===== src/icache_defs.svh =====
`ifndef ICACHE_DEFS_SVH
`define ICACHE_DEFS_SVH

// fetch address width
`define ICACHE_ADDR_W 32

// cache geometry
`define ICACHE_WAYS 4
`define ICACHE_SETS 16
`define ICACHE_INDEX_W 4

// 64-byte lines
`define ICACHE_OFFSET_W 6
`define ICACHE_WORDS 16

// refill burst, four beats of 128 bits
`define ICACHE_BEAT_W 128
`define ICACHE_BEATS 4

// address bits above index and offset
`define ICACHE_TAG_W 22

// cacheable window, both ends inclusive
`define ICACHE_MEM_LO 32'h8000_0000
`define ICACHE_MEM_HI 32'h9FFF_FFFF

`endif


===== src/icache_pkg.sv =====
`default_nettype none

`include "icache_defs.svh"

package icache_pkg;

    typedef enum logic [2:0] {
        RUN,
        MISS_REQ,
        MISS_WAIT,
        BEAT_1,
        BEAT_2,
        BEAT_3,
        FILL_DONE
    } ctrl_state_e;

    typedef enum logic [4:0] {
        MISALIGNED   = 5'd0,
        ACCESS_FAULT = 5'd1
    } exc_code_e;

    // read command to every way
    typedef struct packed {
        logic                          en;
        logic [`ICACHE_INDEX_W-1:0]    index;
        logic [`ICACHE_OFFSET_W-3:0]   word;
    } lookup_t;

    // beat write and tag write to the selected way
    typedef struct packed {
        logic                             data_we;
        logic [$clog2(`ICACHE_BEATS)-1:0] beat;
        logic [`ICACHE_INDEX_W-1:0]       index;
        logic [`ICACHE_BEAT_W-1:0]        data;
        logic                             tag_we;
        logic                             tag_valid;
        logic [`ICACHE_TAG_W-1:0]         tag;
    } fill_t;

    typedef struct packed {
        logic                       valid;
        logic [`ICACHE_TAG_W-1:0]   tag;
        logic [31:0]                word;
    } way_probe_t;

    typedef struct packed {
        logic                       lookup_valid;
        logic [`ICACHE_TAG_W-1:0]   tag;
        logic                       exc_valid;
        exc_code_e                  exc_code;
        logic                       refill_valid;
        logic [31:0]                refill_word;
        logic [1:0]                 fill_way;
    } stage_t;

    typedef struct packed {
        logic                       valid;
        logic [`ICACHE_ADDR_W-1:0]  addr;
    } ar_t;

    typedef struct packed {
        logic                       valid;
        logic [`ICACHE_BEAT_W-1:0]  data;
        logic                       err;
    } r_beat_t;

endpackage

`default_nettype wire


===== src/icache_ctrl.sv =====
`default_nettype none

`include "icache_defs.svh"

module icache_ctrl (
    input  wire logic                       clk,
    input  wire logic                       resetn,
    input  wire logic                       instr_mem_req_i,
    input  wire logic [`ICACHE_ADDR_W-1:0]  instr_mem_addr_i,
    output logic                            instr_mem_ready_o,
    input  wire logic                       instr_ready_i,
    input  wire logic                       kill_i,
    output icache_pkg::ar_t                 ar_o,
    input  wire logic                       arready_i,
    input  wire icache_pkg::r_beat_t        r_i,
    output logic                            rready_o,
    input  wire logic                       hit_i,
    input  wire logic [1:0]                 victim_i,
    output icache_pkg::lookup_t             lookup_o,
    output icache_pkg::fill_t               fill_o,
    output logic [`ICACHE_WAYS-1:0]         fill_sel_o,
    output icache_pkg::stage_t              stage_o
);

    icache_pkg::ctrl_state_e            state_q;
    logic                               req_q;
    logic [`ICACHE_ADDR_W-1:0]          addr_q;
    logic [1:0]                         fill_way_q;
    logic                               kill_q;
    logic                               err_q;
    logic [31:0]                        hold_q;

    logic                               in_run;
    logic                               in_done;
    logic                               in_refill;
    logic                               misaligned;
    logic                               out_of_window;
    logic                               exc_run;
    logic                               miss;
    logic                               out_valid;
    logic                               accept;
    logic                               beat_take;
    logic [$clog2(`ICACHE_BEATS)-1:0]   beat_idx;
    logic [`ICACHE_OFFSET_W-3:0]        req_word;

    assign in_run    = state_q == icache_pkg::RUN;
    assign in_done   = state_q == icache_pkg::FILL_DONE;
    assign in_refill = state_q inside {icache_pkg::MISS_REQ, icache_pkg::MISS_WAIT,
                                       icache_pkg::BEAT_1, icache_pkg::BEAT_2,
                                       icache_pkg::BEAT_3};
    assign rready_o  = in_refill && state_q != icache_pkg::MISS_REQ;
    assign beat_take = rready_o && r_i.valid;
    assign req_word  = addr_q[`ICACHE_OFFSET_W-1:2];

    // exception check on the registered address
    assign misaligned    = addr_q[1:0] != 2'b00;
    assign out_of_window = addr_q < `ICACHE_MEM_LO || addr_q > `ICACHE_MEM_HI;
    assign exc_run       = in_run && req_q && (misaligned || out_of_window);
    assign miss          = in_run && req_q && !exc_run && !hit_i;
    assign out_valid     = exc_run || hit_i;

    assign instr_mem_ready_o = in_run && !miss && !(out_valid && !instr_ready_i);
    assign accept            = instr_mem_req_i && instr_mem_ready_o;

    always_comb begin
        case (state_q)
            icache_pkg::BEAT_1: beat_idx = 2'd1;
            icache_pkg::BEAT_2: beat_idx = 2'd2;
            icache_pkg::BEAT_3: beat_idx = 2'd3;
            default:            beat_idx = 2'd0;
        endcase
    end

    always_ff @(posedge clk or negedge resetn) begin
        if (!resetn) begin
            state_q <= icache_pkg::RUN;
            req_q   <= 1'b0;
            kill_q  <= 1'b0;
            err_q   <= 1'b0;
        end else begin
            case (state_q)
                icache_pkg::RUN: begin
                    if (accept) begin
                        req_q <= 1'b1;
                    end else if (miss) begin
                        // stale lookup is dropped once the refill starts
                        req_q   <= 1'b0;
                        kill_q  <= 1'b0;
                        err_q   <= 1'b0;
                        state_q <= icache_pkg::MISS_REQ;
                    end else if (out_valid && instr_ready_i) begin
                        req_q <= 1'b0;
                    end
                end
                icache_pkg::MISS_REQ: begin
                    if (arready_i) state_q <= icache_pkg::MISS_WAIT;
                end
                icache_pkg::MISS_WAIT: begin
                    if (r_i.valid) state_q <= icache_pkg::BEAT_1;
                end
                icache_pkg::BEAT_1: begin
                    if (r_i.valid) state_q <= icache_pkg::BEAT_2;
                end
                icache_pkg::BEAT_2: begin
                    if (r_i.valid) state_q <= icache_pkg::BEAT_3;
                end
                icache_pkg::BEAT_3: begin
                    if (r_i.valid) state_q <= icache_pkg::FILL_DONE;
                end
                icache_pkg::FILL_DONE: begin
                    if (kill_q || instr_ready_i) state_q <= icache_pkg::RUN;
                end
                default: state_q <= icache_pkg::RUN;
            endcase

            if (in_refill) kill_q <= kill_q | kill_i;
            if (beat_take) err_q <= err_q | r_i.err;
        end
    end

    always_ff @(posedge clk) begin
        if (accept) addr_q <= instr_mem_addr_i;
        if (miss) fill_way_q <= victim_i;
        // keep the requested word as its beat goes by
        if (beat_take && beat_idx == req_word[3:2]) begin
            hold_q <= r_i.data[32*req_word[1:0] +: 32];
        end
    end

    always_comb begin
        lookup_o.en    = accept;
        lookup_o.index = instr_mem_addr_i[`ICACHE_OFFSET_W +: `ICACHE_INDEX_W];
        lookup_o.word  = instr_mem_addr_i[`ICACHE_OFFSET_W-1:2];

        ar_o.valid = state_q == icache_pkg::MISS_REQ;
        ar_o.addr  = {addr_q[`ICACHE_ADDR_W-1:`ICACHE_OFFSET_W], {`ICACHE_OFFSET_W{1'b0}}};
    end

    always_comb begin
        fill_o.data_we   = beat_take;
        fill_o.beat      = beat_idx;
        fill_o.index     = addr_q[`ICACHE_OFFSET_W +: `ICACHE_INDEX_W];
        fill_o.data      = r_i.data;
        // line only becomes valid after a clean, unkilled burst
        fill_o.tag_we    = in_done;
        fill_o.tag_valid = !kill_q && !err_q;
        fill_o.tag       = addr_q[`ICACHE_ADDR_W-1 -: `ICACHE_TAG_W];
    end

    assign fill_sel_o = `ICACHE_WAYS'(1) << fill_way_q;

    always_comb begin
        stage_o.lookup_valid = in_run && req_q && !exc_run;
        stage_o.tag          = addr_q[`ICACHE_ADDR_W-1 -: `ICACHE_TAG_W];
        stage_o.exc_valid    = exc_run || (in_done && err_q && !kill_q);
        if (in_done || out_of_window) begin
            stage_o.exc_code = icache_pkg::ACCESS_FAULT;
        end else begin
            stage_o.exc_code = icache_pkg::MISALIGNED;
        end
        stage_o.refill_valid = in_done && !kill_q && !err_q;
        stage_o.refill_word  = hold_q;
        stage_o.fill_way     = fill_way_q;
    end

endmodule

`default_nettype wire


===== config.mk =====
export PLATFORM = sky130hd
export DESIGN_NAME = icache_ctrl
export DESIGN_NICKNAME = d
export VERILOG_FILES = /design/src/icache_pkg.sv /design/src/icache_ctrl.sv
export VERILOG_INCLUDE_DIRS = /design/src
export SDC_FILE = /design/constraint.sdc
export NUM_CORES = 1
export LEC_CHECK = 0
export BUFFER_PORTS_ARGS = -buffer_cell sky130_fd_sc_hd__buf_2
export CORE_AREA = 2 2 173 175
export CTS_CLUSTER_SIZE = 10
export DETAILED_ROUTE_END_ITERATION = 16
export DIE_AREA = 0 0 175 177
export HOLD_SLACK_MARGIN = 0.08
export PLACE_DENSITY = 0.44
export SLEW_MARGIN = 15
export SYNTH_ARGS = -nofsm -noshare
export SYNTH_HDL_FRONTEND = slang
export SYNTH_SLANG_ARGS = --single-unit
export TNS_END_PERCENT = 10

===== constraint.sdc =====
create_clock -name clk -period 4.1 [get_ports clk]
set_input_delay 0.41 -clock clk [delete_from_list [all_inputs] [get_ports clk]]
set_output_delay 0.41 -clock clk [all_outputs]
set_load 0.05 [all_outputs]

==> results of run 1 <==
## sequential cells by signal, indices dropped and copies added, names as in the netlist
name / flops
kill_q: 1
addr_q: 32
err_q: 1
state_q: 3
req_q: 1
hold_q: 32
fill_way_q: 2
## cell families (layout without fill, tap and decap cells)
group	after synthesis	after routing
muxes	33	33
and+or+nand+nor	35	35
DFF	72	72
buffers and inverters	235	455
xor gates and xnor gates	3	3
AOI/OAI and AO/OA	18	18
other	1	10
## path summary, 6_finish.rpt
check | to | slack, ps | depth (start not counted)
max in group asynchronous | req_q | 3500 | 2
max reg2reg | addr_q[11] | 1820 | 4
min in group asynchronous | err_q | 430 | 2
min reg2reg | err_q | 590 | 2
max | lookup_o[8] | 1080 | 5
min | addr_q[18] | 240 | 1
## per-layer routing
| layer | track usage [%] | part of all wire (%) |
|---|---|---|
| met5 | 0 | 0 |
| met4 | 2.74 | 1.6 |
| met3 | 2.36 | 8.1 |
| met2 | 16.8 | 50 |
| met1 | 12.0 | 40 |
## power breakdown
group	switching, mW	internal (mW)	leakage (nW)	total [mW]
registers	0.0928	0.935	0.667	1.03
logic	1.14	0.370	2.11	1.51
clock network	0.331	0.470	0.142	0.801
## stage by stage
step | setup WS [ps] | hold WS (ps) | instances
global route | 795 | 223 | 1016
detailed placement | 1460 | 257 | 998
CTS | 1070 | 221 | 1015
global placement | 1550 | 260 | 998
floorplan | 738 | 114 | 406
finish | 1080 | 245 | 1016
## layout make-up
type / instances / share of cell area (%)
Timing Repair Buffer: 437 / 35.5
Multi-Input combinational cell: 99 / 17.9
Inverter: 2 / 0.120
Sequential cell: 72 / 34.0
Clock buffer: 10 / 3.66
Clock inverter: 6 / 0.979
Tap cell: 390 / 7.79
## cells in the final DEF (no fill, tap or decap), types with 2 or more instances in the layout
| cell type | synthesis | routed |
|---|---|---|
| o21ai_0 | 4 | 4 |
| a31oi_1 | 2 | 2 |
| nand2_1 | 3 | 3 |
| clkinv_2 | 0 | 3 |
| xor2_1 | 2 | 2 |
| inv_1 | 2 | 2 |
| mux4_2 | 32 | 32 |
| dfrtp_1 | 6 | 6 |
| conb_1 | 1 | 10 |
| and2_1 | 5 | 5 |
| a21oi_1 | 5 | 5 |
| buf_4 | 225 | 4 |
| nand3_1 | 2 | 2 |
| edfxtp_1 | 66 | 66 |
| nor2_1 | 10 | 9 |
| buf_2 | 5 | 431 |
| clkbuf_16 | 0 | 9 |
| nor2b_1 | 4 | 4 |
## critical path, delay by kind of cell, from the launching register on
kind,cells,cell delay (ps)
compound gates,1,250
flops,1,540
buf+inv,2,640
simple gates,2,830
## repair_timing
action	CTS	global route
buffers inserted	0	0
hold endpoints to repair	6	0
hold buffers	1	0
==> impl_metrics.yaml, run 1 <==
synth:
  synthFlopType: "edfxtp_1"
  yosysSeqAreaShare_pct: 43.1
  synthSimpleGateAreaFrac_pct: 3.97
  synth_compound_area_share_pct: 2.20
  synthXorXnorAreaFrac_pct: 0.531
  synthAdderAreaFrac_pct: 0
  synth_cell_types: 37
  synthTopCellsByArea: "edfxtp_1 40%, buf_4 34%, mux4_2 15%"
  syn_avg_cell_area_sq_um: 12.5
  netlist_area_sq_um: 4950
  async_reset_ff_share_pct: 8.33
  synth_top_family_by_area: "buffers and inverters"
  postSynthCellCount: 397
  yosysWarnings: 0
  synthMuxAreaShare_pct: 14.8
  yosysTopAreaCell: "edfxtp_1"
  synth-seq-cells: 72
  yosys-top-cells-count: "225 x buf_4, 66 x edfxtp_1, 32 x mux4_2"
  synth-edff-count: 66
  yosys.area.top_type_share_pct: 40.1
  yosysMostFrequentCell: "buf_4"
worst_setup_path:
  startpoint_type: "flip-flop"
  cp.required_ps: 3690
  crit_chain: "nor3_1, o21ai_1, nor3b_4, buf_4, buf_2"
  critPathSlowestCell: "nor3_1"
  cp-end-kind: "output port"
  startpoint: "state_q[0]"
  slowest_delay_ps: 600
  critPathKind: "reg -> out"
  path_max_fanout: 23
  cp.arrival_ps: 2610
  r2r-start: "state_q[0]"
flow_run:
  drv_cap: 0
drt:
  routed_wl_um: 16200
  via_per_inst: 3.63
  ant_nets: 0
  drc: 0
  via_count: 3685
  dr.pass1.iters: 4
  drtIter0Drc: 130
  avgRoutedWirePerCell_um: 15.9
grt:
  grt_pass1_vias: 3360
  antenna_found_initial: 0
  grt_pass1_wl_um: 21900
  track_usage_pct: 9.70
  grt-ovfl-total: 0
  grt_max_degree: 33
pwr:
  total_power_mw: 3.34
  p_leak_nw: 2.92
  peakVddDrop_mv: 0.157
  p_per_area_nw_per_um2: 533
floorplan:
  rows: 63
  die_w_um: 175
  initial_core_util_pct: 16.9
  die-height_um: 177
  core_sq_um: 29200
  die-area_sq_um: 31000
  boundaryPins: 442
timing:
  finalSetupTns_ps: 0
  clock_skew_ps: 9.59
  tightest_slew_ps: 636
  fmax_ghz: 0.331
  report.final.slew_viol_count: 0
  finalHoldViolations: 0
  relSlewSlack_pct: 57.3
  finalCriticalPeriod_ps: 3020
  setup_viol: 0
  finalCritPeriodShare_pct: 73.6
  rsz0062_at_grt: "no"
clock_network:
  clk_latency_ps: 340
  clockBufferDepth: 2
  root_buffer: "clkbuf_16"
  cts_tree: "done"
  cts-buffers-inserted: 9
  path_clk_slew_ps: 60
  numClockSinks: 72
  cts_max_level: 3
  cts_resized: 0
finish:
  fillers: 3192
  diodes: 0
  drive_above_1_share_pct: 77.8
  area_growth_syn_to_layout_pct: 26.6
  nets: 792
  final_util_pct: 21.4
  regArea_sq_um: 2130
  multi_input_area_sq_um: 1120
  final_cell_area_sq_um: 6260
min_path:
  worstHoldPathType: "in -> reg"
  hold_start: "instr_mem_addr_i[18]"
run_status:
  status: "completed"
placement:
  dpl_cell_area_sq_um: 5930
  io_buffers: 431
  gp_congestion: 0.771
  dp_hpwl_um: 13500
(Power assumes the default switching activity.)
==> inputs of run 2 (changes only) <==
--- a/config.mk
+++ b/config.mk
@@ -7,12 +7,12 @@
 export NUM_CORES = 1
 export LEC_CHECK = 0
 export BUFFER_PORTS_ARGS = -buffer_cell sky130_fd_sc_hd__buf_2
-export CORE_AREA = 2 2 173 175
+export CORE_AREA = 2 2 171 173
 export CTS_CLUSTER_SIZE = 10
 export DETAILED_ROUTE_END_ITERATION = 16
-export DIE_AREA = 0 0 175 177
+export DIE_AREA = 0 0 173 175
 export HOLD_SLACK_MARGIN = 0.08
-export PLACE_DENSITY = 0.44
+export PLACE_DENSITY = 0.43
 export SLEW_MARGIN = 15
 export SYNTH_ARGS = -nofsm -noshare
 export SYNTH_HDL_FRONTEND = slang
==> constraint.sdc (replaced) <==
create_clock -name clk -period 3 [get_ports clk]
set_input_delay 0.3 -clock clk [delete_from_list [all_inputs] [get_ports clk]]
set_output_delay 0.3 -clock clk [all_outputs]
set_load 0.05 [all_outputs]
==> run 2 against run 1 <==
- highest routed layer is now met5
- utilization rose by 0.78 points
- largest power group unchanged
- total power rose by 40%
- combinational power rose by 36%
- wire length rose by 2.8%
- die area fell by 2.3%
- design area rose by 0.64%
- clock power rose by 50%
==> impl_metrics.yaml, run 2 (synthesis results as in run 1) <==
finish:
  final_util_pct: 22.2
  final_cell_area_sq_um: 6300
  fillers: 3093
  final_common_cell: "buf_2"
  drive_above_1_share_pct: 78.0
  top_regs: "addr_q x32, hold_q x32, state_q x3"
  final_cell_mix: "431 x buf_2, 66 x edfxtp_1, 32 x mux4_2"
  area_growth_syn_to_layout_pct: 27.4
  finalNonFillerCells: 1013
  nets: 794
placement:
  placed_cells: 995
  dpl_cell_area_sq_um: 5960
  place_ws_ps: 735
  gp_congestion: 0.784
  io_buffers: 431
  dp_hpwl_um: 13900
floorplan:
  rows: 62
  die-height_um: 175
  core_sq_um: 28400
  initial_core_util_pct: 17.4
  die-area_sq_um: 30300
  boundaryPins: 442
  die_w_um: 173
drt:
  drtIter0Drc: 129
  via_count: 3556
  routed_wl_um: 16600
  ant_nets: 0
  drc: 0
  avgRoutedWirePerCell_um: 16.4
  via_per_inst: 3.51
  dr.pass1.iters: 4
timing:
  timing.hold.ws_ps: 134
  relSlewSlack_pct: 63.3
  clock_skew_ps: 12.5
  fmax_ghz: 0.385
  finalCriticalPeriod_ps: 2600
  layout_setup_ws_ps: 402
  tightest_slew_ps: 546
  finalCritPeriodShare_pct: 86.6
  report.final.slew_viol_count: 0
  setup_viol: 0
  finalSetupTns_ps: 0
  rsz0062_at_grt: "no"
  finalHoldViolations: 0
worst_setup_path:
  r2r-start: "state_q[0]"
  critPathKind: "reg -> out"
  critPathSlowestCell: "dfrtp_1"
  r2r_cells: 4
  crit_chain: "nor3_1, o21ai_1, nor3b_4, buf_2"
  startpoint_type: "flip-flop"
  path_delay_family: "simple AND/OR/NAND/NOR gates"
  cp-end-kind: "output port"
  slowest_delay_ps: 550
  r2r_slack_ps: 730
  path_max_fanout: 15
  cp.arrival_ps: 2300
  rr_endpoint: "addr_q[18]"
  crit_buf_inv: 1
  cp.required_ps: 2700
grt:
  grt-ovfl-total: 0
  grt_pass1_vias: 3356
  track_usage_pct: 10.3
  antenna_found_initial: 2
  grt_max_degree: 33
  grt_pass1_wl_um: 22200
pwr:
  swShare_pct: 46.0
  p_leak_nw: 2.95
  switchingPower_mw: 2.14
  pwr-share-comb_pct: 44.2
  internal_power_mw: 2.52
  p_per_area_nw_per_um2: 740
  peakVddDrop_mv: 0.211
  total_power_mw: 4.66
  p_seq_share_pct: 30.1
  power.share.clock_pct: 25.7
min_path:
  hold_start: "instr_mem_addr_i[20]"
  whs_path_depth: 1
  worstHoldPathType: "in -> reg"
  hold_end: "addr_q[20]"
clock_network:
  cts-buffers-inserted: 9
  cts_max_level: 3
  hold_buffers: 1
  clockBufferDepth: 2
  clk_latency_ps: 340
  path_clk_slew_ps: 70
  cts_resized: 0
  numClockSinks: 72
  cts_tree: "done"
  root_buffer: "clkbuf_16"
  cts_setup_buffers: 0
flow_run:
  drv_cap: 0
run_status:
  status: "completed"
run 2: worst max path at each step:
stage,cells after the start,startpoint,end
after floorplan,4,state_q[2],hold_q[0]
after global placement,4,state_q[0],addr_q[13]
after detailed placement,4,state_q[0],addr_q[18]
after CTS,4,state_q[0],lookup_o[8]
after global routing,4,state_q[0],lookup_o[8]
final,4,state_q[0],lookup_o[8]
run 2: area by class of cell:
class / count / area, sq um / share of cell area (%)
Tap cell: 384 / 480 / 7.62
Clock buffer: 9 / 225 / 3.57
Sequential cell: 72 / 2130 / 33.8
Multi-Input combinational cell: 99 / 1120 / 17.8
Clock inverter: 7 / 103 / 1.63
Inverter: 2 / 7.51 / 0.119
Antenna cell: 1 / 2.50 / 0.0397
Timing Repair Buffer: 439 / 2230 / 35.4
run 2: layer usage:
metal / wire length, um / GRT usage [%] / vias up
li1: - / - / 1618
met2: 8520 / 18.3 / 250
met1: 6600 / 11.9 / 1676
met3: 1280 / 2.92 / 10
met5: 12 / 0 / -
met4: 178 / 3.28 / 2
run 2: power by group through the flow:
stage / combinational, mW / clock (mW) / sequential [mW]
2_1_floorplan: 1.70 / 0 / 1.53
3_3_place_gp: 2.08 / 0 / 1.42
3_5_place_dp: 2.08 / 0 / 1.43
4_1_cts: 2.09 / 1.28 / 1.41
5_1_grt: 2.15 / 1.30 / 1.43
6_report: 2.06 / 1.20 / 1.41
