### src/icache_defs.svh
`ifndef ICACHE_DEFS_SVH
`define ICACHE_DEFS_SVH

// fetch address width
`define ICACHE_ADDR_W 32

// cache geometry
`define ICACHE_WAYS 4
`define ICACHE_SETS 16
`define ICACHE_INDEX_W 4

// 64-byte lines
`define ICACHE_OFFSET_W 6
`define ICACHE_WORDS 16

// refill burst, four beats of 128 bits
`define ICACHE_BEAT_W 128
`define ICACHE_BEATS 4

// address bits above index and offset
`define ICACHE_TAG_W 22

// cacheable window, both ends inclusive
`define ICACHE_MEM_LO 32'h8000_0000
`define ICACHE_MEM_HI 32'h9FFF_FFFF

`endif

### src/icache_pkg.sv
`default_nettype none

`include "icache_defs.svh"

package icache_pkg;

    typedef enum logic [2:0] {
        RUN,
        MISS_REQ,
        MISS_WAIT,
        BEAT_1,
        BEAT_2,
        BEAT_3,
        FILL_DONE
    } ctrl_state_e;

    typedef enum logic [4:0] {
        MISALIGNED   = 5'd0,
        ACCESS_FAULT = 5'd1
    } exc_code_e;

    // read command to every way
    typedef struct packed {
        logic                          en;
        logic [`ICACHE_INDEX_W-1:0]    index;
        logic [`ICACHE_OFFSET_W-3:0]   word;
    } lookup_t;

    // beat write and tag write to the selected way
    typedef struct packed {
        logic                             data_we;
        logic [$clog2(`ICACHE_BEATS)-1:0] beat;
        logic [`ICACHE_INDEX_W-1:0]       index;
        logic [`ICACHE_BEAT_W-1:0]        data;
        logic                             tag_we;
        logic                             tag_valid;
        logic [`ICACHE_TAG_W-1:0]         tag;
    } fill_t;

    typedef struct packed {
        logic                       valid;
        logic [`ICACHE_TAG_W-1:0]   tag;
        logic [31:0]                word;
    } way_probe_t;

    typedef struct packed {
        logic                       lookup_valid;
        logic [`ICACHE_TAG_W-1:0]   tag;
        logic                       exc_valid;
        exc_code_e                  exc_code;
        logic                       refill_valid;
        logic [31:0]                refill_word;
        logic [1:0]                 fill_way;
    } stage_t;

    typedef struct packed {
        logic                       valid;
        logic [`ICACHE_ADDR_W-1:0]  addr;
    } ar_t;

    typedef struct packed {
        logic                       valid;
        logic [`ICACHE_BEAT_W-1:0]  data;
        logic                       err;
    } r_beat_t;

endpackage

`default_nettype wire

### src/icache_hit_select.sv
`default_nettype none

`include "icache_defs.svh"

module icache_hit_select (
    input  wire logic                                       clk,
    input  wire logic                                       resetn,
    input  wire icache_pkg::way_probe_t [`ICACHE_WAYS-1:0]  probe_i,
    input  wire icache_pkg::stage_t                         stage_i,
    input  wire logic                                       instr_ready_i,
    output logic [31:0]                                     instr_o,
    output logic                                            instr_valid_o,
    output logic                                            exc_valid_o,
    output icache_pkg::exc_code_e                           exc_code_o,
    output logic                                            hit_o,
    output logic [1:0]                                      victim_o
);

    logic [`ICACHE_WAYS-1:0]    hit_vec;
    logic [1:0]                 hit_way;
    logic [1:0]                 acc_way;
    logic [1:0]                 tree_way;
    logic [2:0]                 plru_q;
    logic [2:0]                 plru_d;
    logic                       plru_upd;

    always_comb begin
        hit_vec = '0;
        hit_way = 2'd0;
        for (int w = 0; w < `ICACHE_WAYS; w++) begin
            hit_vec[w] = probe_i[w].valid && probe_i[w].tag == stage_i.tag;
            if (hit_vec[w]) hit_way = 2'(w);
        end
    end

    assign hit_o         = stage_i.lookup_valid && |hit_vec;
    assign instr_valid_o = hit_o || stage_i.refill_valid;
    assign instr_o       = stage_i.refill_valid ? stage_i.refill_word : probe_i[hit_way].word;
    assign exc_valid_o   = stage_i.exc_valid;
    assign exc_code_o    = stage_i.exc_code;

    // tree bits {b2, b1, b0}
    assign acc_way  = stage_i.refill_valid ? stage_i.fill_way : hit_way;
    assign plru_upd = instr_valid_o && instr_ready_i;

    always_comb begin
        case (acc_way)
            2'd0:    plru_d = {2'b11, plru_q[0]};
            2'd1:    plru_d = {2'b10, plru_q[0]};
            2'd2:    plru_d = {1'b0, plru_q[1], 1'b1};
            default: plru_d = {1'b0, plru_q[1], 1'b0};
        endcase
    end

    always_ff @(posedge clk or negedge resetn) begin
        if (!resetn) begin
            plru_q <= 3'b000;
        end else if (plru_upd) begin
            plru_q <= plru_d;
        end
    end

    assign tree_way = plru_q[2] ? (plru_q[0] ? 2'd3 : 2'd2) : (plru_q[1] ? 2'd1 : 2'd0);

    // lowest invalid way wins over the tree
    always_comb begin
        victim_o = tree_way;
        for (int w = `ICACHE_WAYS - 1; w >= 0; w--) begin
            if (!probe_i[w].valid) victim_o = 2'(w);
        end
    end

endmodule

`default_nettype wire

### config.mk
export PLATFORM = sky130hd
export DESIGN_NAME = icache_hit_select
export DESIGN_NICKNAME = d
export VERILOG_FILES = /design/src/icache_pkg.sv /design/src/icache_hit_select.sv
export VERILOG_INCLUDE_DIRS = /design/src
export SDC_FILE = /design/constraint.sdc
export NUM_CORES = 1
export LEC_CHECK = 0
export ABC_AREA = 1
export BUFFER_PORTS_ARGS = -buffer_cell sky130_fd_sc_hd__clkbuf_2
export CORE_AREA = 2 2 126 128
export DETAILED_ROUTE_END_ITERATION = 8
export DIE_AREA = 0 0 128 130
export HOLD_SLACK_MARGIN = 0.03
export PLACE_DENSITY_LB_ADDON = 0.05
export SLEW_MARGIN = 40
export SYNTH_ARGS = -nofsm -noshare
export SYNTH_HDL_FRONTEND = slang
export SYNTH_SLANG_ARGS = --single-unit
export TNS_END_PERCENT = 100
### constraint.sdc
create_clock -name clk -period 3.8 [get_ports clk]
set_clock_uncertainty 0.1 [all_clocks]
set_input_delay 0.76 -clock clk [delete_from_list [all_inputs] [get_ports clk]]
set_output_delay 0.76 -clock clk [all_outputs]
set_load 0.1 [all_outputs]
==> metrics.yaml, run 1 <==
synth_common_cells: "nand2_1 (374), inv_1 (166), nor2_1 (86), o211ai_1 (60), nand3_1 (48)"
cp_data_required_time_ns: 2.94
maxSlewViolCount: 0
ff_latch_area_sq_um: 75.1
io_pins: 329
synth_warnings: 0
cpPeakStageDelay_ns: 0.19
top_register: "plru_q"
grt_use_total_pct: 23.0
reg2reg_to: "plru_q[2]"
cp-start-kind: "input port"
status: "finished, final reports clean"
routed.top_layer: "met4"
end_kind: "primary output"
grt_overflow: 0
fin_area_sq_um: 6190
worst_slack_ns: 0.168
synth.most_common_cell: "nand2_1"
drive_gt1_share_pct: 31.1
gp_congestion: 1.03
clkPwrFrac_pct: 16.3
path_cells: "clkbuf_2, inv_1, nand2_1, nand2_1, nor2_1, nand2_1, nor2_1, nand3_2, nand2_2, nand2_4, buf_4, buf_12, o211ai_1, nand3_1, buf_12"
dpl_cell_area_sq_um: 6020
coreArea_sq_um: 15400
fp-row-count: 46
slew_headroom_pct: 63.7
synthTopCellsByArea: "nand2_1 (37%), inv_1 (16%), o211ai_1 (12%)"
yosysSeqAreaShare_pct: 1.98
hpwl_mm: 18.1
ys.flop_type: "dfrtp_1"
m1WireLength_mm: 8.25
yosys.area.top_type: "nand2_1"
h-tree-depth: 1
setup_viol: 0
power_frac_comb_pct: 79.7
routed_wl_mm: 20.7
critPathTopFamily: "simple AND/OR/NAND/NOR gates"
worstRegToRegCells: 2
cts_root_buffer: "clkbuf_16"
ys_async_sr_fraction_pct: 100
ys_seq_elements: 3
tritoncts: "done"
path_buf_inv: 5
power.density_nw_per_um2: 165
clock-sinks: 3
grt_max_degree: 45
power_switching_mw: 0.535
syn_inst: 832
area_delta_synth_final_pct: 63.3
cts_max_path_buffers: 2
synth.top_cell.area_share_pct: 37.1
ys_types: 28
period_share_pct: 95.6
crit_top_cell: "nand2_1"
die_area_sq_um: 16600
p_total_mw: 1.02
wl_met3_mm: 1.27
netlist_area_sq_um: 3790
worst_skew_pair.late_latency_ns: 0.22
dr_total_vias: 5938
synth_edf_count: 0
crit_fanout: 16
fillers: 1797
post_drt_via_cell_ratio: 4.46
period_minus_slack_ns: 3.63
clk_pin_slew_ns: 0.03
place_ws_ns: 0.133
initial_core_util_pct: 24.6
switching_share_pct: 52.3
p_leak_nw: 3.89
dr.first_iter.drc_count: 278
largest_reg_flops: 3
p_int_mw: 0.488
firstDrtPassIters: 5
cap_violations: 0
rsz0062_at_grt: "true"
hp-class: "in -> async"
nets: 1426
die_h_um: 130
cts_buffers: 3
cp.arrival_ns: 2.77
r2r-start: "plru_q[2]"
port_buffers: 316
final_util_pct: 40.1
final_antenna_net_count: 0
pwr-share-seq_pct: 4.0
fin_setup_tns_ns: 0
synth_fp_nets: 1119
antenna_found_initial: 1
drc: 0
route.met2.wl_mm: 10.4
multi_input_area_sq_um: 2850
routedWlPerCell_um: 15.5
grt_pass1_wl_mm: 29.7
ir_drop_v: 0.000104
path_class: "in -> out"
finalHoldViolations: 0
syn_avg_cell_area_sq_um: 4.55
grt_pass1_vias: 5537
fp.dieW_um: 128
fmax_mhz: 275
reg_top3: "plru_q x3"
worst_pin_slew_ns: 0.546
crit_slowest_cell: "buf_12"
reg2reg_slack_ns: 3.07
layout make-up:
class | instances | area share (%)
multi-input cells | 629 | 46.1
repair buffers | 332 | 37.2
well taps | 192 | 3.88
diodes | 1 | 0.0404
flip-flops and latches | 3 | 1.21
inverters | 170 | 10.3
clock buffers | 4 | 1.27
layout by cell type (no fill, tap or decap), types with 8 or more instances in the layout:
cell,n
inv_1,165
o211ai_1,60
nor2_1,83
nand4_1,8
buf_4,9
clkbuf_2,282
xnor2_1,10
nand2_1,373
o21ai_0,20
nand3_1,48
buf_12,38
power groups by stage:
| stage | logic (mW) | clock network, mW | registers, mW |
|---|---|---|---|
| final | 0.815 | 0.167 | 0.0408 |
| after global routing | 0.880 | 0.172 | 0.0418 |
| after CTS | 0.818 | 0.168 | 0.0408 |
| after detailed placement | 0.815 | 0 | 0.0412 |
| after global placement | 0.817 | 0 | 0.0411 |
| after floorplan | 0.466 | 0 | 0.0402 |
repair_timing:
action	in CTS	in global routing
setup endpoints to repair	0	25
buffers inserted	0	4
gates resized for setup	0	5
hold buffers	0	0
worst max-delay path by stage:
| stage | start | to | slack [ns] | depth (start not counted) |
|---|---|---|---|---|
| after global routing | stage_i[45] | instr_o[9] | -0.005 | 17 |
| final | stage_i[53] | instr_o[17] | 0.17 | 15 |
| after detailed placement | stage_i[41] | instr_o[31] | 0.13 | 16 |
| after global placement | stage_i[41] | instr_o[31] | 0.15 | 16 |
| after CTS | stage_i[41] | instr_o[31] | 0.12 | 16 |
| after floorplan | stage_i[54] | instr_o[10] | 0.33 | 13 |
through the flow:
stage | cells | hold WS, ns
6_report | 1331 | 0.229
5_1_grt | 1330 | 0.226
4_1_cts | 1324 | 0.228
3_5_place_dp | 1320 | 0.375
3_3_place_gp | 1320 | 0.374
2_1_floorplan | 832 | 0.344
routing by layer:
layer / vias to the layer above / GRT usage (%)
li1: 3156 / -
met1: 2528 / 26.7
met2: 222 / 42.8
met3: 32 / 3.61
met4: 0 / 8.08
met5: - / 0
cell families after synthesis:
logic type             share of synthesized area (%)
XOR/XNOR                                        2.54
buffers and inverters                           23.1
AO/OA/AOI/OAI                                   17.3
flip-flops                                      1.98
AND/OR/NAND/NOR                                 54.8
multiplexers                                   0.297
(Power assumes the default switching activity.)
==> inputs of run 2 (changes only) <==
- ABC_AREA: 1 -> not set
- CORE_AREA: 2 2 126 128 -> 2 2 128 130
- DIE_AREA: 0 0 128 130 -> 0 0 130 132
- RECOVER_POWER: not set -> 50
==> run 2 against run 1 <==
Compared with the run above:
- the run now ends with negative setup slack left
- critical path depth decreased by 5
- total power increased by 14%
- die area increased by 3.1%
- design area increased by 14%
- worst setup slack got worse by 0.20 ns
- worst hold slack improved by 0.026 ns
- global-route usage decreased by 2.1 points
- synthesized area decreased by 23%
- sequential power about the same
==> metrics.yaml, run 2 <==
routed.top_layer: "met4"
cp-start-kind: "input port"
yosys.area.top_type: "xnor2_1"
drive_gt1_share_pct: 67.0  # +36 points
layout_common_cells: "clkbuf_2 (272), buf_4 (52), xnor2_1 (41), buf_12 (41), inv_1 (30)"
clk_pin_slew_ns: 0.03  # about the same
setup_viol: 8  # +8
synthSimpleGateAreaFrac_pct: 26.6  # -28 points
die_h_um: 132  # +1.5%
final_antenna_net_count: 0  # unchanged
synth_compound_area_share_pct: 19.9  # +2.6 points
synth_common_cells: "xnor2_1 (55), mux2i_1 (38), xor2_1 (33), nor2_1 (32), inv_1 (30)"
reg_top3: "plru_q x3"
top_register: "plru_q"
synth.top_cell.area_share_pct: 16.6  # -20 points
power.density_nw_per_um2: 165  # -0.39%
synth_edf_count: 0  # unchanged
ff_latch_area_sq_um: 75.1  # unchanged
synthAdderAreaFrac_pct: 0  # unchanged
m1WireLength_mm: 7.26  # -12%
fp.dieW_um: 130  # +1.6%
grt_max_degree: 47  # +4.4%
firstDrtPassIters: 4  # -1
routedWlPerCell_um: 19.8  # +28%
rsz0062_at_grt: "true"
crit_fanout: 7  # -9
dpl_cell_area_sq_um: 6160  # +2.3%
p_leak_nw: 3.19  # -18%
end_kind: "primary output"
cp.arrival_ns: 2.97  # +0.20 ns
drc: 0  # unchanged
violations: "negative setup slack"
hp-class: "in -> async"
reg2reg_to: "plru_q[0]"
antennaDiodeCount: 0  # -1
endpoint: "instr_o[14]"
cts_buffers: 3  # unchanged
path_class: "in -> out"
multi_input_area_sq_um: 3560  # +25%
synthTopCellsByArea: "xnor2_1 (17%), mux2i_1 (13%), xor2_1 (10%)"
worst_skew_pair.late_latency_ns: 0.22  # about the same
worst_slack_ns: -0.0282  # -0.197 ns
fillers: 1594  # -11%
finalHoldViolations: 0  # unchanged
worst_pin_slew_ns: 0.704  # +0.158 ns
fin_area_sq_um: 7070  # +14%
ys.flop_type: "dfrtp_1"
grt_pass1_vias: 4732  # -15%
dr.first_iter.drc_count: 148  # -47%
final_common_cell: "clkbuf_2"
area_delta_synth_final_pct: 144
grt_use_total_pct: 20.9  # -2.1 points
coreArea_sq_um: 15700  # +1.9%
largest_reg_flops: 3  # unchanged
cap_violations: 0  # unchanged
netlist_area_sq_um: 2900  # -23%
cp_data_required_time_ns: 2.94  # about the same
worstRegToRegCells: 1  # -1
initial_core_util_pct: 18.5  # -6.1 points
routed_wl_mm: 19.5  # -5.6%
port_buffers: 316  # unchanged
route.met2.wl_mm: 10.7  # +3.0%
gp_congestion: 0.888  # -14%
synth.most_common_cell: "xnor2_1"
place_ws_ns: -0.180  # -0.313 ns
fp-row-count: 46  # unchanged
muxShareOfSynthArea_pct: 13.9  # +14 points
syn_inst: 402  # -52%
maxSlewViolCount: 0  # unchanged
fmax_mhz: 261  # -5.1%
r2r-start: "plru_q[0]"
synth_top_family_by_area: "simple AND/OR/NAND/NOR gates"
status: "complete, but fails checks"
clock-sinks: 3  # unchanged
ys_async_sr_fraction_pct: 100  # unchanged
post_drt_via_cell_ratio: 4.59  # +2.8%
antenna_found_initial: 0  # -1
ys_types: 49  # +75%
synthXorXnorAreaFrac_pct: 26.6  # +24 points
tritoncts: "done"
syn_avg_cell_area_sq_um: 7.22  # +59%
ys_seq_elements: 3  # unchanged
slew_headroom_pct: 53.0  # -11 points
crit_path_start: "stage_i[48]"
h-tree-depth: 1  # unchanged
period_minus_slack_ns: 3.83  # +0.197 ns
die_area_sq_um: 17200  # +3.1%
dr_total_vias: 4508  # -24%
synth_warnings: 0  # unchanged
period_share_pct: 101  # +5.2 points
grt_overflow: 0  # unchanged
yosysSeqAreaShare_pct: 2.59  # +0.60 points
hpwl_mm: 16.0  # -11%
grt_pass1_wl_mm: 27.4  # -7.6%
io_pins: 329  # unchanged
cts_root_buffer: "clkbuf_16"
cts_max_path_buffers: 2  # unchanged
nets: 1055  # -26%
ir_drop_v: 0.0000941  # -9.7%
reg2reg_slack_ns: 2.88  # -0.19 ns
wl_met3_mm: 1.29  # +1.6%
synth_fp_nets: 689  # -38%
-- run 2: cell count changes after synthesis, sizes merged, moves of 32 or more --
cell | before | now
xnor2 | 10 | 55
o211ai | 64 | 0
xor2 | 1 | 33
nor2 | 87 | 32
mux2i | 0 | 38
inv | 170 | 30
nand3 | 49 | 3
nand2 | 375 | 8
-- run 2: area by class of cell --
class,count,share of cell area (%)
inverters,30,1.59
clock buffers,4,1.11
well taps,216,3.82
flip-flops and latches,3,1.06
repair buffers,392,42.0
multi-input cells,338,50.4
-- run 2: cell families after synthesis --
family	count (synthesis)
multiplexers	40
flip-flops	3
XOR/XNOR	88
AND/OR/NAND/NOR	133
AO/OA/AOI/OAI	76
buffers and inverters	62
-- run 2: how the worst min path moves through the flow --
stage | cells after the start | to | slack [ns]
5_1_grt | 1 | plru_q[1] | 0.26
6_report | 1 | plru_q[0] | 0.26
2_1_floorplan | 0 | plru_q[0] | 0.36
3_5_place_dp | 1 | plru_q[1] | 0.43
3_3_place_gp | 1 | plru_q[0] | 0.37
4_1_cts | 1 | plru_q[0] | 0.24
-- run 2: critical path, stage by stage --
cell	delay (ns)
buf_2	0.16
xor2_1	0.20
nor4b_2	0.28
nand4_1	0.16
or3_4	0.49
buf_4	0.20
nand3b_4	0.23
a2bb2oi_2	0.21
o21ai_4	0.09
buf_12	0.17
-- run 2: timing repair --
action | 4_1_cts | 5_1_grt
pin swaps | 21 | 35
hold buffers | 0 | 0
setup endpoints to repair | 32 | 34
gates resized for setup | 58 | 67
gates cloned | 6 | 4
setup buffers | 5 | 4
-- run 2: layer usage --
layer	up-vias	track usage, %
li1	2205	-
met1	2063	23.4
met3	12	2.39
met2	228	41.5
met5	-	0
met4	0	3.88
-- run 2: metrics by stage --
step | power, mW | hold WS [ns] | setup TNS, ns | utilization, % | std cells
finish | 1.16 | 0.256 | -0.128 | 45.0 | 983
global route | 1.22 | 0.256 | -2.70 | 45.0 | 983
CTS | 1.14 | 0.237 | -0.0115 | 42.5 | 982
detailed placement | 0.950 | 0.432 | -2.42 | 39.2 | 980
global placement | 0.947 | 0.374 | -2.64 | 39.2 | 980
floorplan | 0.557 | 0.364 | -0.387 | - | 402
-- run 2: where the power goes --
| part | leakage [nW] | internal (mW) | total (mW) | switching, mW |
|---|---|---|---|---|
| clock | 0.0382 | 0.138 | 0.165 | 0.0269 |
| combinational | 3.12 | 0.428 | 0.959 | 0.531 |
| sequential | 0.0320 | 0.0373 | 0.0405 | 0.00321 |
| total | 3.19 | 0.604 | 1.16 | 0.561 |
==> inputs of run 3 (changes only) <==
--- a/config.mk
+++ b/config.mk
@@ -13,4 +13,3 @@
 export HOLD_SLACK_MARGIN = 0.03
-export PLACE_DENSITY_LB_ADDON = 0.05
-export RECOVER_POWER = 50
+export PLACE_DENSITY_LB_ADDON = 0.15
 export SLEW_MARGIN = 40
==> constraint.sdc (replaced) <==
create_clock -name clk -period 3.8 [get_ports clk]
set_clock_uncertainty 0.1 [all_clocks]
set_input_delay 0.38 -clock clk [delete_from_list [all_inputs] [get_ports clk]]
set_output_delay 0.38 -clock clk [all_outputs]
set_load 0.1 [all_outputs]
==> run 3 against run 2 <==
Compared with the run above:
- the run now ends clean
- via count down 6.3%
- non-clock buffer count down 66
- maximum frequency up 19%
- first-iteration DRC count up 8.1%
- total power down 14%
- sequential power about the same
- final cell count down 6.7%
- largest cell class unchanged
==> metrics.yaml, run 3 (synthesis gave the netlist of run 2 again) <==
status: "finished, final reports clean"
fmax_mhz: 310  # +19%
largest_reg_flops: 3  # unchanged
worst_pin_slew_ns: 0.567  # -0.137 ns
top_register: "plru_q"
area_delta_synth_final_pct: 85.9
ir_drop_v: 0.000118  # +25%
hpwl_mm: 14.9  # -7.3%
dr_total_vias: 4223  # -6.3%
layout_common_cells: "clkbuf_2 (284), xnor2_1 (55), mux2i_1 (38)"
path_class: "in -> out"
fp.dieW_um: 130  # unchanged
cts_max_path_buffers: 2  # unchanged
io_pins: 329  # unchanged
grt_pass1_vias: 4388  # -7.3%
maxSlewViolCount: 0  # unchanged
port_buffers: 316  # unchanged
post_drt_via_cell_ratio: 4.61  # +0.42%
slew_headroom_pct: 62.4  # +9.3 points
cts_root_buffer: "clkbuf_16"
holdWs_ns: 0.361  # +0.106 ns
worst_skew_pair.late_latency_ns: 0.23  # about the same
tritoncts: "done"
end_kind: "primary output"
initial_core_util_pct: 18.5  # unchanged
h-tree-depth: 1  # unchanged
p_leak_nw: 2.56  # -20%
hp-class: "in -> reg"
coreArea_sq_um: 15700  # unchanged
cts_buffers: 3  # unchanged
fp-row-count: 46  # unchanged
clk_pin_slew_ns: 0.03  # about the same
drive_gt1_share_pct: 52.4  # -15 points
place_inst: 911  # -7.0%
fin_cells: 917  # -6.7%
drc: 0  # unchanged
reg_top3: "plru_q x3"
cap_violations: 0  # unchanged
period_share_pct: 84.9  # -16 points
dr.first_iter.drc_count: 160  # +8.1%
cp.arrival_ns: 2.75  # -0.22 ns
clock-sinks: 3  # unchanged
crit_fanout: 35  # +28
die_h_um: 132  # unchanged
finalHoldViolations: 0  # unchanged
setup_viol: 0  # -8
power.density_nw_per_um2: 187  # +13%
final_antenna_net_count: 0  # unchanged
grt_max_degree: 50  # +6.4%
routedWlPerCell_um: 18.4  # -7.1%
cp_data_required_time_ns: 3.32  # +0.38 ns
firstDrtPassIters: 4  # unchanged
grt_pass1_wl_mm: 24.4  # -11%
p_total_mw: 1.01  # -14%
die_area_sq_um: 17200  # unchanged
cts_resized: 0  # -100%
grt_use_total_pct: 18.2  # -2.7 points
routed.top_layer: "met4"
fin_setup_tns_ns: 0  # +0.128 ns
gp_congestion: 0.934  # +5.2%
cp-start-kind: "input port"
fillers: 1723  # +8.1%
period_minus_slack_ns: 3.23  # -0.603 ns
m1WireLength_mm: 6.30  # -13%
rsz0062_at_grt: "false"
routed_wl_mm: 16.9  # -13%
nets: 988  # -6.4%
final_common_cell: "clkbuf_2"
route.met2.wl_mm: 8.90  # -17%
antenna_found_initial: 1  # +1
grt_overflow: 0  # unchanged
wl_met3_mm: 1.24  # -4.1%
[run 3: changes by cell type in the layout (fill, tap and decap cells not counted), sizes merged]
cell | previous run | this run
nand3b | 4 | 3
clkbuf | 283 | 288
diode | 0 | 1
dlygate4sd3 | 0 | 1
buf | 113 | 41
[run 3: critical path, stage by stage]
cell	delay [ns]
clkbuf_2	0.18
xor2_1	0.22
nor4_1	0.31
nand4_1	0.13
or3_2	0.51
buf_4	0.28
a311oi_1	0.36
o22ai_2	0.16
buf_12	0.19
[run 3: final timing paths]
check	start	end	slack, ns	depth (start not counted)
min	instr_ready_i	plru_q[2]	0.36	3
max	stage_i[42]	instr_o[17]	0.57	9
min in group asynchronous	resetn	plru_q[0]	0.38	2
max in group asynchronous	resetn	plru_q[2]	3.10	2
min reg2reg	plru_q[0]	plru_q[0]	0.40	1
max reg2reg	plru_q[0]	plru_q[0]	2.92	1
[run 3: through the flow]
stage,utilization (%),setup slack [ns],instance area (sq um)
6_report,34.3,0.575,5400
5_1_grt,34.3,0.434,5400
4_1_cts,34.3,0.572,5390
3_5_place_dp,33.8,0.577,5310
3_3_place_gp,33.8,0.581,5310
2_1_floorplan,-,0.0109,3080
[run 3: cell type report]
cell class              count  area [sq um]  area share [%]
well taps                 216           270            5.01
multi-input cells         337          2710            50.1
repair buffers            326          2150            39.9
flip-flops and latches      3          75.1            1.39
clock buffers               4          78.8            1.46
diodes                      1          2.50          0.0464
inverters                  30           113            2.09
[run 3: layer usage]
layer	vias up	track usage, %
li1	2063	-
met1	1898	19.8
met2	238	36.0
met3	24	2.72
met4	0	4.42
met5	-	0
[run 3: repair_timing]
action                    4_1_cts  5_1_grt
buffers inserted                0        0
hold endpoints to repair        3        0
hold buffers                    1        0
[run 3: where the power goes]
part | leakage, nW | switching [mW] | internal [mW] | total, mW
clock network | 0.0382 | 0.0306 | 0.139 | 0.169
registers | 0.0320 | 0.00309 | 0.0373 | 0.0404
logic | 2.49 | 0.466 | 0.331 | 0.797
